`config.mk`:
```
export PLATFORM = sky130hd
export DESIGN_NAME = execute_stage
export DESIGN_NICKNAME = d
export VERILOG_FILES = /design/src/rtl/exec_pkg.sv /design/src/rtl/adder_unit.sv /design/src/rtl/bitwise_unit.sv /design/src/rtl/branch_unit.sv /design/src/rtl/load_store_unit.sv /design/src/rtl/execute_ctrl.sv /design/src/rtl/execute_stage.sv
export VERILOG_INCLUDE_DIRS = /design/src /design/src/rtl
export SDC_FILE = /design/constraint.sdc
export NUM_CORES = 1
export LEC_CHECK = 0
export ABC_CLOCK_PERIOD_IN_PS = 800
export BUFFER_PORTS_ARGS = -buffer_cell sky130_fd_sc_hd__clkbuf_2
export CORE_ASPECT_RATIO = 0.5
export CORE_MARGIN = 1.5
export CORE_UTILIZATION = 40
export DETAILED_ROUTE_END_ITERATION = 10
export PLACE_DENSITY_LB_ADDON = 0.1
export SYNTH_ARGS = -nofsm -noshare
export SYNTH_HDL_FRONTEND = slang
export SYNTH_SLANG_ARGS = --single-unit
export TNS_END_PERCENT = 1
```
`constraint.sdc`:
```
create_clock -name clk -period 0.8 [get_ports clk]
set_input_delay 0.16 -clock clk [delete_from_list [all_inputs] [get_ports clk]]
set_output_delay 0.16 -clock clk [all_outputs]
set_load 0.03 [all_outputs]
```
`src/rtl/exec_cfg.svh`:
```
// Bus widths for the execute stage, included by every RTL file that sizes a port
`ifndef EXEC_CFG_SVH
`define EXEC_CFG_SVH

// Data and address width
`define EXEC_XLEN 32

// Instruction tag width
`define EXEC_TAG_W 4

// Shift amount width, low bits of operand B
`define EXEC_SHAMT_W 5

`endif

```
`src/rtl/exec_pkg.sv`:
```
// Shared types of the execute stage, referenced by scoped name from the RTL and the testbench
`default_nettype none
`include "exec_cfg.svh"

package exec_pkg;

    // Functional unit that owns the operation
    typedef enum logic [2:0] {
        NONE    = 3'd0,         // Bubble, no unit selected
        ADDER   = 3'd1,         // Add, sub, set-less-than
        BITWISE = 3'd2,         // Logic and shifts
        BRANCH  = 3'd3,         // Branches and jumps
        MEMORY  = 3'd4,         // Loads and stores
        BYPASS  = 3'd5          // Operand B straight through (LUI)
    } xu_e;

    // Operation code, NOP must stay zero so reset gives NOP
    typedef enum logic [4:0] {
        NOP  = 5'd0,
        ADD  = 5'd1,  SUB  = 5'd2,  SLT  = 5'd3,  SLTU = 5'd4,
        AND  = 5'd5,  OR   = 5'd6,  XOR  = 5'd7,
        SLL  = 5'd8,  SRL  = 5'd9,  SRA  = 5'd10,
        BEQ  = 5'd11, BNE  = 5'd12, BLT  = 5'd13, BGE  = 5'd14,
        BLTU = 5'd15, BGEU = 5'd16,
        JAL  = 5'd17, JALR = 5'd18,
        LB   = 5'd19, LH   = 5'd20, LW   = 5'd21, LBU  = 5'd22, LHU = 5'd23,
        SB   = 5'd24, SH   = 5'd25, SW   = 5'd26
    } op_e;

    // Word view of a byte address
    typedef struct packed {
        logic [`EXEC_XLEN-3:0] word;    // Word index
        logic [1:0]            offset;  // Byte within the word
    } mem_word_s;

    // Effective address, read as bytes or as word plus offset
    typedef union packed {
        logic [`EXEC_XLEN-1:0] byte_addr;   // Full byte address
        mem_word_s             word_addr;   // Word index and byte offset
    } mem_addr_u;

endpackage

`default_nettype wire

```
`src/rtl/adder_unit.sv`:
```
// Adder/compare unit of the execute stage, driven by execute_ctrl with NOP when idle
`timescale 1ns/1ns
`default_nettype none
`include "exec_cfg.svh"

module adder_unit (
    input  exec_pkg::op_e         op_i,   // Gated operation
    input  logic [`EXEC_XLEN-1:0] opa_i,  // Operand A
    input  logic [`EXEC_XLEN-1:0] opb_i,  // Operand B or immediate
    output logic [`EXEC_XLEN-1:0] res_o   // Sum, difference or 0/1 flag
);

    logic lt_signed;    // A < B as two's complement
    logic lt_unsigned;  // A < B as magnitudes

    assign lt_signed   = $signed(opa_i) < $signed(opb_i);
    assign lt_unsigned = opa_i < opb_i;

    always_comb begin
        case (op_i)
            exec_pkg::ADD:  res_o = opa_i + opb_i;
            exec_pkg::SUB:  res_o = opa_i - opb_i;
            exec_pkg::SLT:  res_o = `EXEC_XLEN'(lt_signed);     // Zero-extended flag
            exec_pkg::SLTU: res_o = `EXEC_XLEN'(lt_unsigned);
            default:        res_o = '0;                         // NOP and foreign ops
        endcase
    end

endmodule

`default_nettype wire

```
`src/rtl/bitwise_unit.sv`:
```
// Logic and shift unit of the execute stage, driven by execute_ctrl with NOP when idle
`timescale 1ns/1ns
`default_nettype none
`include "exec_cfg.svh"

module bitwise_unit (
    input  exec_pkg::op_e         op_i,   // Gated operation
    input  logic [`EXEC_XLEN-1:0] opa_i,  // Operand A, value to shift
    input  logic [`EXEC_XLEN-1:0] opb_i,  // Operand B, shift amount in low bits
    output logic [`EXEC_XLEN-1:0] res_o   // Logic or shift result
);

    logic [`EXEC_SHAMT_W-1:0] shamt;      // Shift distance
    logic [`EXEC_XLEN-1:0]    sra_res;    // Sign-filled right shift

    assign shamt   = opb_i[`EXEC_SHAMT_W-1:0];   // Upper bits of B ignored
    assign sra_res = $unsigned($signed(opa_i) >>> shamt);

    always_comb begin
        case (op_i)
            ////////////////////////////////////////////////////////////
            // Logic
            exec_pkg::AND: res_o = opa_i & opb_i;
            exec_pkg::OR:  res_o = opa_i | opb_i;
            exec_pkg::XOR: res_o = opa_i ^ opb_i;

            ////////////////////////////////////////////////////////////
            // Shifts
            exec_pkg::SLL: res_o = opa_i << shamt;
            exec_pkg::SRL: res_o = opa_i >> shamt;   // Zero fill
            exec_pkg::SRA: res_o = sra_res;          // Sign kept

            default:       res_o = '0;               // NOP
        endcase
    end

endmodule

`default_nettype wire

```
`src/rtl/branch_unit.sv`:
```
// Branch/jump unit of the execute stage: evaluates the condition and builds target and link
`timescale 1ns/1ns
`default_nettype none
`include "exec_cfg.svh"

module branch_unit (
    input  exec_pkg::op_e         op_i,      // Gated operation
    input  logic [`EXEC_XLEN-1:0] opa_i,     // rs1 value
    input  logic [`EXEC_XLEN-1:0] opb_i,     // rs2 value
    input  logic [`EXEC_XLEN-1:0] opc_i,     // Branch or jump offset
    input  logic [`EXEC_XLEN-1:0] npc_i,     // Address of next instruction
    output logic [`EXEC_XLEN-1:0] target_o,  // Jump destination
    output logic [`EXEC_XLEN-1:0] link_o,    // Return address for JAL/JALR
    output logic                  taken_o    // Redirect fetch
);

    logic [`EXEC_XLEN-1:0] pc_rel;    // Offset from current pc
    logic [`EXEC_XLEN-1:0] reg_rel;   // JALR sum before bit 0 clear
    logic                  eq;
    logic                  lt_s;
    logic                  lt_u;

    // Current pc is npc minus one instruction
    assign pc_rel  = npc_i - `EXEC_XLEN'(4) + opc_i;
    assign reg_rel = opa_i + opc_i;

    assign eq   = opa_i == opb_i;
    assign lt_s = $signed(opa_i) < $signed(opb_i);
    assign lt_u = opa_i < opb_i;

    always_comb begin
        target_o = pc_rel;   // Default for branches and JAL
        link_o   = '0;
        taken_o  = 1'b0;
        case (op_i)
            exec_pkg::BEQ:  taken_o = eq;
            exec_pkg::BNE:  taken_o = !eq;
            exec_pkg::BLT:  taken_o = lt_s;
            exec_pkg::BGE:  taken_o = !lt_s;
            exec_pkg::BLTU: taken_o = lt_u;
            exec_pkg::BGEU: taken_o = !lt_u;
            exec_pkg::JAL: begin
                taken_o = 1'b1;
                link_o  = npc_i;
            end
            exec_pkg::JALR: begin
                taken_o  = 1'b1;
                link_o   = npc_i;
                target_o = {reg_rel[`EXEC_XLEN-1:1], 1'b0};   // Bit 0 cleared
            end
            default: target_o = '0;   // NOP, quiet bus
        endcase
    end

endmodule

`default_nettype wire

```
`src/rtl/load_store_unit.sv`:
```
// Load/store address unit: effective address, load strobe, store byte mask and lane data
`timescale 1ns/1ns
`default_nettype none
`include "exec_cfg.svh"

module load_store_unit (
    input  exec_pkg::op_e             op_i,     // Gated operation
    input  logic [`EXEC_XLEN-1:0]     opa_i,    // Base register
    input  logic [`EXEC_XLEN-1:0]     opb_i,    // Address offset
    input  logic [`EXEC_XLEN-1:0]     opc_i,    // Store data
    output logic [`EXEC_XLEN-1:0]     addr_o,   // Effective byte address
    output logic [`EXEC_XLEN-1:0]     data_o,   // Store data in its lane
    output logic [`EXEC_XLEN/8-1:0]   mask_o,   // Store byte enables
    output logic                      read_o,   // Load strobe
    output logic                      we_rf_o   // Load writes rd
);

    exec_pkg::mem_addr_u   ea;          // Effective address, two views
    logic [4:0]            lane_sh;     // Bit shift of the lane
    logic                  half_acc;    // LH, LHU or SH
    logic                  word_acc;    // LW or SW

    assign ea.byte_addr = opa_i + opb_i;
    assign addr_o       = ea.byte_addr;
    assign lane_sh      = {ea.word_addr.offset, 3'b000};   // Offset times 8

    assign half_acc = op_i inside {exec_pkg::LH, exec_pkg::LHU, exec_pkg::SH};
    assign word_acc = op_i inside {exec_pkg::LW, exec_pkg::SW};

    always_comb begin
        data_o  = '0;
        mask_o  = '0;
        read_o  = 1'b0;
        we_rf_o = 1'b0;
        case (op_i)
            exec_pkg::LB, exec_pkg::LH, exec_pkg::LW, exec_pkg::LBU, exec_pkg::LHU: begin
                read_o  = 1'b1;
                we_rf_o = 1'b1;
            end
            exec_pkg::SB: begin
                data_o = `EXEC_XLEN'(opc_i[7:0]) << lane_sh;
                mask_o = (`EXEC_XLEN/8)'(4'b0001) << ea.word_addr.offset;
            end
            exec_pkg::SH: begin
                data_o = `EXEC_XLEN'(opc_i[15:0]) << lane_sh;
                mask_o = (`EXEC_XLEN/8)'(4'b0011) << ea.word_addr.offset;
            end
            exec_pkg::SW: begin
                data_o = opc_i;                    // Offset is 0
                mask_o = (`EXEC_XLEN/8)'(4'b1111);
            end
            default: ;   // NOP
        endcase
    end

    // Misaligned accesses are outside this stage
    always_comb begin
        if (half_acc) begin
            assert final (ea.word_addr.offset[0] == 1'b0)
                else $error("Misaligned half-word access at %h", ea.byte_addr);
        end
        if (word_acc) begin
            assert final (ea.word_addr.offset == 2'b00)
                else $error("Misaligned word access at %h", ea.byte_addr);
        end
    end

endmodule

`default_nettype wire

```
`src/rtl/execute_ctrl.sv`:
```
// Execute stage control: gates the operation to one unit and registers that unit's results
`timescale 1ns/1ns
`default_nettype none
`include "exec_cfg.svh"

module execute_ctrl (
    input  logic                      clk,
    input  logic                      arst_n_i,
    input  exec_pkg::xu_e             xu_i,            // Owning unit, NONE is a bubble
    input  exec_pkg::op_e             op_i,            // Operation from operand fetch
    input  logic [`EXEC_TAG_W-1:0]    tag_i,           // Instruction tag
    input  logic [`EXEC_XLEN-1:0]     opb_i,           // Bypass value
    // Unit results
    input  logic [`EXEC_XLEN-1:0]     add_res_i,
    input  logic [`EXEC_XLEN-1:0]     bit_res_i,
    input  logic [`EXEC_XLEN-1:0]     br_target_i,
    input  logic [`EXEC_XLEN-1:0]     br_link_i,
    input  logic                      br_taken_i,
    input  logic [`EXEC_XLEN-1:0]     ls_addr_i,
    input  logic [`EXEC_XLEN-1:0]     ls_data_i,
    input  logic [`EXEC_XLEN/8-1:0]   ls_mask_i,
    input  logic                      ls_read_i,
    input  logic                      ls_we_rf_i,
    // Gated operations, NOP to idle units
    output exec_pkg::op_e             add_op_o,
    output exec_pkg::op_e             bit_op_o,
    output exec_pkg::op_e             br_op_o,
    output exec_pkg::op_e             ls_op_o,
    // Registered stage outputs
    output logic [`EXEC_XLEN-1:0]     result0_o,       // Result, link or store data
    output logic [`EXEC_XLEN-1:0]     result1_o,       // Target or store address
    output logic                      jump_o,          // Branch taken
    output logic                      we_rf_o,         // Register write enable
    output logic                      mem_access_o,    // Any memory op
    output logic [`EXEC_XLEN/8-1:0]   we_mem_o,        // Store byte mask
    output logic                      read_o,          // Load strobe
    output logic [`EXEC_XLEN-1:0]     read_address_o,  // Load address
    output exec_pkg::op_e             op_o,
    output logic [`EXEC_TAG_W-1:0]    tag_o
);

    logic [`EXEC_XLEN-1:0]   result0_d;
    logic [`EXEC_XLEN-1:0]   result1_d;
    logic                    jump_d;
    logic                    we_rf_d;
    logic                    mem_access_d;
    logic [`EXEC_XLEN/8-1:0] we_mem_d;
    logic                    read_d;
    logic [`EXEC_XLEN-1:0]   read_address_d;

    ////////////////////////////////////////////////////////////
    // Dispatch
    assign add_op_o = (xu_i == exec_pkg::ADDER)   ? op_i : exec_pkg::NOP;
    assign bit_op_o = (xu_i == exec_pkg::BITWISE) ? op_i : exec_pkg::NOP;
    assign br_op_o  = (xu_i == exec_pkg::BRANCH)  ? op_i : exec_pkg::NOP;
    assign ls_op_o  = (xu_i == exec_pkg::MEMORY)  ? op_i : exec_pkg::NOP;

    ////////////////////////////////////////////////////////////
    // Result select
    always_comb begin
        result0_d      = '0;   // Bubble defaults
        result1_d      = '0;
        jump_d         = 1'b0;
        we_rf_d        = 1'b0;
        mem_access_d   = 1'b0;
        we_mem_d       = '0;
        read_d         = 1'b0;
        read_address_d = '0;
        case (xu_i)
            exec_pkg::ADDER: begin
                result0_d = add_res_i;
                we_rf_d   = 1'b1;
            end
            exec_pkg::BITWISE: begin
                result0_d = bit_res_i;
                we_rf_d   = 1'b1;
            end
            exec_pkg::BRANCH: begin
                result0_d = br_link_i;                              // Zero for plain branches
                result1_d = br_target_i;
                jump_d    = br_taken_i;
                we_rf_d   = op_i inside {exec_pkg::JAL, exec_pkg::JALR};   // Only jumps link
            end
            exec_pkg::MEMORY: begin
                result0_d      = ls_data_i;
                result1_d      = ls_addr_i;
                we_rf_d        = ls_we_rf_i;
                mem_access_d   = 1'b1;
                we_mem_d       = ls_mask_i;
                read_d         = ls_read_i;
                read_address_d = ls_read_i ? ls_addr_i : '0;
            end
            exec_pkg::BYPASS: begin
                result0_d = opb_i;   // LUI style immediate
                we_rf_d   = 1'b1;
            end
            default: ;   // NONE
        endcase
    end

    ////////////////////////////////////////////////////////////
    // Stage register
    always_ff @(posedge clk or negedge arst_n_i) begin
        if (!arst_n_i) begin
            result0_o      <= '0;
            result1_o      <= '0;
            jump_o         <= 1'b0;
            we_rf_o        <= 1'b0;
            mem_access_o   <= 1'b0;
            we_mem_o       <= '0;
            read_o         <= 1'b0;
            read_address_o <= '0;
            op_o           <= exec_pkg::NOP;
            tag_o          <= '0;
        end else begin
            result0_o      <= result0_d;
            result1_o      <= result1_d;
            jump_o         <= jump_d;
            we_rf_o        <= we_rf_d;
            mem_access_o   <= mem_access_d;
            we_mem_o       <= we_mem_d;
            read_o         <= read_d;
            read_address_o <= read_address_d;
            op_o           <= op_i;
            tag_o          <= tag_i;
        end
    end

    // Taken flag only follows a cycle owned by the branch unit
    a_jump_from_branch : assert property (@(posedge clk) disable iff (!arst_n_i)
        $rose(jump_o) |-> $past(xu_i) == exec_pkg::BRANCH);

    // A load and a store never leave in the same cycle
    a_read_xor_write : assert property (@(posedge clk) disable iff (!arst_n_i)
        !(read_o && (we_mem_o != '0)));

endmodule

`default_nettype wire

```
`src/rtl/execute_stage.sv`:
```
// Execute stage top: control plus the four functional units, one register stage deep
`timescale 1ns/1ns
`default_nettype none
`include "exec_cfg.svh"

module execute_stage (
    input  logic                      clk,
    input  logic                      arst_n_i,
    input  logic [`EXEC_XLEN-1:0]     npc_i,           // Next instruction address
    input  logic [`EXEC_XLEN-1:0]     opa_i,
    input  logic [`EXEC_XLEN-1:0]     opb_i,
    input  logic [`EXEC_XLEN-1:0]     opc_i,           // Branch offset or store data
    input  exec_pkg::op_e             op_i,
    input  exec_pkg::xu_e             xu_i,
    input  logic [`EXEC_TAG_W-1:0]    tag_i,
    output logic [`EXEC_XLEN-1:0]     result0_o,
    output logic [`EXEC_XLEN-1:0]     result1_o,
    output logic                      jump_o,
    output logic                      we_rf_o,
    output logic                      mem_access_o,
    output logic [`EXEC_XLEN/8-1:0]   we_mem_o,
    output logic                      read_o,
    output logic [`EXEC_XLEN-1:0]     read_address_o,
    output exec_pkg::op_e             op_o,
    output logic [`EXEC_TAG_W-1:0]    tag_o
);

    exec_pkg::op_e           add_op;      // Gated ops
    exec_pkg::op_e           bit_op;
    exec_pkg::op_e           br_op;
    exec_pkg::op_e           ls_op;
    logic [`EXEC_XLEN-1:0]   add_res;     // Unit results
    logic [`EXEC_XLEN-1:0]   bit_res;
    logic [`EXEC_XLEN-1:0]   br_target;
    logic [`EXEC_XLEN-1:0]   br_link;
    logic                    br_taken;
    logic [`EXEC_XLEN-1:0]   ls_addr;
    logic [`EXEC_XLEN-1:0]   ls_data;
    logic [`EXEC_XLEN/8-1:0] ls_mask;
    logic                    ls_read;
    logic                    ls_we_rf;

    execute_ctrl u_ctrl (
        .clk(clk), .arst_n_i(arst_n_i), .xu_i(xu_i), .op_i(op_i), .tag_i(tag_i),
        .opb_i(opb_i), .add_res_i(add_res), .bit_res_i(bit_res),
        .br_target_i(br_target), .br_link_i(br_link), .br_taken_i(br_taken),
        .ls_addr_i(ls_addr), .ls_data_i(ls_data), .ls_mask_i(ls_mask),
        .ls_read_i(ls_read), .ls_we_rf_i(ls_we_rf),
        .add_op_o(add_op), .bit_op_o(bit_op), .br_op_o(br_op), .ls_op_o(ls_op),
        .result0_o(result0_o), .result1_o(result1_o), .jump_o(jump_o),
        .we_rf_o(we_rf_o), .mem_access_o(mem_access_o), .we_mem_o(we_mem_o),
        .read_o(read_o), .read_address_o(read_address_o), .op_o(op_o), .tag_o(tag_o)
    );

    adder_unit u_adder (
        .op_i(add_op), .opa_i(opa_i), .opb_i(opb_i), .res_o(add_res)
    );

    bitwise_unit u_bitwise (
        .op_i(bit_op), .opa_i(opa_i), .opb_i(opb_i), .res_o(bit_res)
    );

    branch_unit u_branch (
        .op_i(br_op), .opa_i(opa_i), .opb_i(opb_i), .opc_i(opc_i), .npc_i(npc_i),
        .target_o(br_target), .link_o(br_link), .taken_o(br_taken)
    );

    load_store_unit u_lsu (
        .op_i(ls_op), .opa_i(opa_i), .opb_i(opb_i), .opc_i(opc_i),
        .addr_o(ls_addr), .data_o(ls_data), .mask_o(ls_mask),
        .read_o(ls_read), .we_rf_o(ls_we_rf)
    );

endmodule

`default_nettype wire

```
==> flow_summary.ini <==
[outcome]
status = complete, but fails checks
failed_checks = negative setup slack

[cts]
path_clk_slew_ps = 70
cts_max_level = 4
tritoncts = yes
cts_buffer_depth = 2
cts_sinks = 113
numCtsBuffers = 17
root_buffer = clkbuf_16

[sta]
rsz0062_at_grt = yes
hold_viol = 0
drv_slew = 0
tns_ps = -175930
period_share_pct = 339
fin_ws_ps = -1910
fin_crit_ps = 2710
worst_slew_pin_slew_ps = 992
max-slew-margin-rel_pct = 33.9
setup_viol_count_final = 217
fmax_ghz = 0.369

[grt]
grt_use_total_pct = 48.8
antenna_found_initial = 10
grt-ovfl-total = 0
grt_pass1_wl_um = 154000
grt_pass1_vias = 22600
grt_max_degree = 67

[critical_path]
cp_max_fo = 4
endpoint_kind = register
cp_data_arrival_time_ps = 3060
critPathKind = in2reg
cp-start-kind = input port
worstPathRequired_ps = 1150

[final_layout]
finalNonFillerCells = 3910
num-fill-cells = 3349
seqCellArea_um2 = 2830
areaGrowthSynthToFinish_pct = 73.4
multiInputGateArea_um2 = 14700
drive_gt1_share_pct = 47.8
finalInstanceArea_um2 = 29900
final_common_cell = buf_4
final_cell_mix = buf_4, nor2_1, inv_1, nand2_1, ha_1
nNetsFinal = 3651

[routing]
drtPass1Iterations = 7
drt-met1-wl_um = 46100
wl_per_cell_um = 28.5
met2_wirelength_um = 42700
wl_met3_um = 19300
wirelength_um = 111000
drt-vias-per-instance = 6.27
drtAntennaViolNets = 0
via_count = 24500
top_layer = met5
drtIter0Drc = 3883
drc = 0

[power_and_ir_drop]
pwr-share-clk_pct = 22.6
ir_drop_uv = 1430
switching_share_pct = 43.5
seqPwrFrac_pct = 16.8
power.density_nw_per_um2 = 1240
p_comb_share_pct = 60.6
power.internal_uw = 20900
p_leak_uw = 0.0144
p_switching_uw = 16100

[place]
dpl.hpwl_um = 88900
dp_cells = 3850
gp_congestion = 1.14
detailed_place.area_um2 = 25800
io_buffer_count = 254

[floorplan]
initial_core_util_pct = 40.8
die_area_um2 = 44400
rows = 53
fp.coreArea_um2 = 42200
ioPinCount = 255
dieWidth_um = 296
fp.dieH_um = 150

[min_path]
hold_path_class = in2reg

[synthesis]
async_flop_share_pct = 100
yosysUniqueCellTypes = 97
syn_nets = 2564
synth_seq_area_share_pct = 16.4
synth_area_um2 = 17200
syn_inst = 2230
synth_edf_count = 0
avgSynthCellArea_um2 = 7.72
ys_ff_latch = 113
ys.flop_type = dfrtp_1
yosys_warnings = 0

[flow_run]
cap_viol_max_count = 0
-- sequential cells by signal, indices dropped and copies added (netlist names) --
register               count
u_ctrl.jump_o              1
u_ctrl.read_o              1
u_ctrl.result1_o          32
u_ctrl.we_mem_o            4
u_ctrl.mem_access_o        1
u_ctrl.we_rf_o             1
u_ctrl.read_address_o     32
u_ctrl.op_o                5
u_ctrl.tag_o               4
u_ctrl.result0_o          32
-- worst max-delay path: stages --
cell and delay, ps:
clkbuf_2 90, inv_1 50, ha_1 270, inv_1 40, ha_1 280, buf_4 170, a21o_1 200, a221oi_2 330
o21ai_4 170, a2bb2oi_1 160, buf_4 150, o22ai_1 120, a211o_1 300, a21oi_2 180, xnor2_1 90, a221o_1 290
-- synth_stat cells (9+ instances only) --
cell type	n	area share [%]
o21ai_1	13	0.38
mux2i_1	33	1.9
inv_1	229	5.0
nand2b_1	10	0.36
ha_1	188	14
a31oi_1	21	0.76
a22oi_1	37	1.6
nor3_1	43	1.2
and3_1	20	0.73
nand2_1	174	3.8
nor2b_1	17	0.62
buf_2	24	0.70
o31ai_1	13	0.57
xor2_1	27	1.4
a211oi_1	27	1.2
clkbuf_1	96	2.1
a221o_1	11	0.64
mux4_2	60	7.8
o211ai_1	24	1.0
or3_1	20	0.73
a21oi_1	155	4.5
o2111ai_1	12	0.61
nor2_1	231	5.0
xnor2_1	68	3.5
o21a_1	9	0.39
nand4_1	22	0.80
o221ai_1	21	1.1
dfrtp_1	113	16
o22ai_1	22	0.80
o21bai_1	25	1.1
a221oi_1	42	2.1
a222oi_1	15	0.87
buf_1	10	0.22
a21o_1	40	1.7
o21ai_0	143	4.2
nand3_1	56	1.6
and2_1	15	0.54
-- per-layer routing --
metal / vias to the layer above / global-route usage [%]
met3: 268 / 24.2
met1: 12000 / 68.4
li1: 10400 / -
met4: 10 / 12.2
met2: 1890 / 64.8
met5: - / 2.55
-- area by class of cell --
cell class,instances,area share [%]
multi-input combinational,1747,49.1
timing repair buffer,1206,34.0
sequential,113,9.47
inverter,232,3.05
tap,577,2.42
clock buffer,18,1.44
clock inverter,14,0.520
antenna,3,0.0251
-- worst paths after layout --
| kind | start | to | slack (ps) | cells after the start |
|---|---|---|---|---|
| min | op_i[4] | u_ctrl.op_o[4] | 50 | 2 |
| max in group asynchronous | arst_n_i | u_ctrl.result1_o[19] | 170 | 4 |
| min in group asynchronous | arst_n_i | u_ctrl.result0_o[5] | 100 | 2 |
| max | npc_i[5] | u_ctrl.result1_o[28] | -1910 | 16 |
-- power groups by stage --
stage,Combinational (uW),Clock [uW],Sequential (uW)
floorplan,7770,0,6750
global placement,18100,0,6180
detailed placement,18300,0,6190
CTS,20200,8320,6130
global route,23100,8520,6220
finish,22400,8370,6200
-- kinds of logic after synthesis --
logic type	count (synthesis)	synth area share, %
xor gates and xnor gates	95	4.83
adders and majority gates	192	14.1
muxes	101	10.3
and+or+nand+nor	650	17.5
buffers and inverters	370	8.48
AOI/OAI and AO/OA	709	28.4
DFF	113	16.4
-- metrics by stage --
stage / total power, uW / utilization [%] / setup slack (ps) / hold slack, ps
4_1_cts: 34700 / 68.3 / -1840 / 33.4
6_report: 37000 / 70.7 / -1910 / 49.1
3_3_place_gp: 24300 / 61.1 / -2730 / -35.9
2_1_floorplan: 14500 / - / -2110 / -136
5_1_grt: 37800 / 70.7 / -1980 / 44.6
3_5_place_dp: 24500 / 61.1 / -2830 / -32.0
-- repair_timing --
| item | in CTS | in global routing |
|---|---|---|
| hold buffers | 6 | 0 |
| pin swaps | 78 | 45 |
| endpoints found under the setup margin | 217 | 217 |
| endpoints found under the hold margin | 118 | 0 |
| gates cloned | 1 | 0 |
| buffers inserted | 17 | 5 |
| resized for setup | 491 | 305 |
No activity file was read; power rests on OpenSTA's default activity.
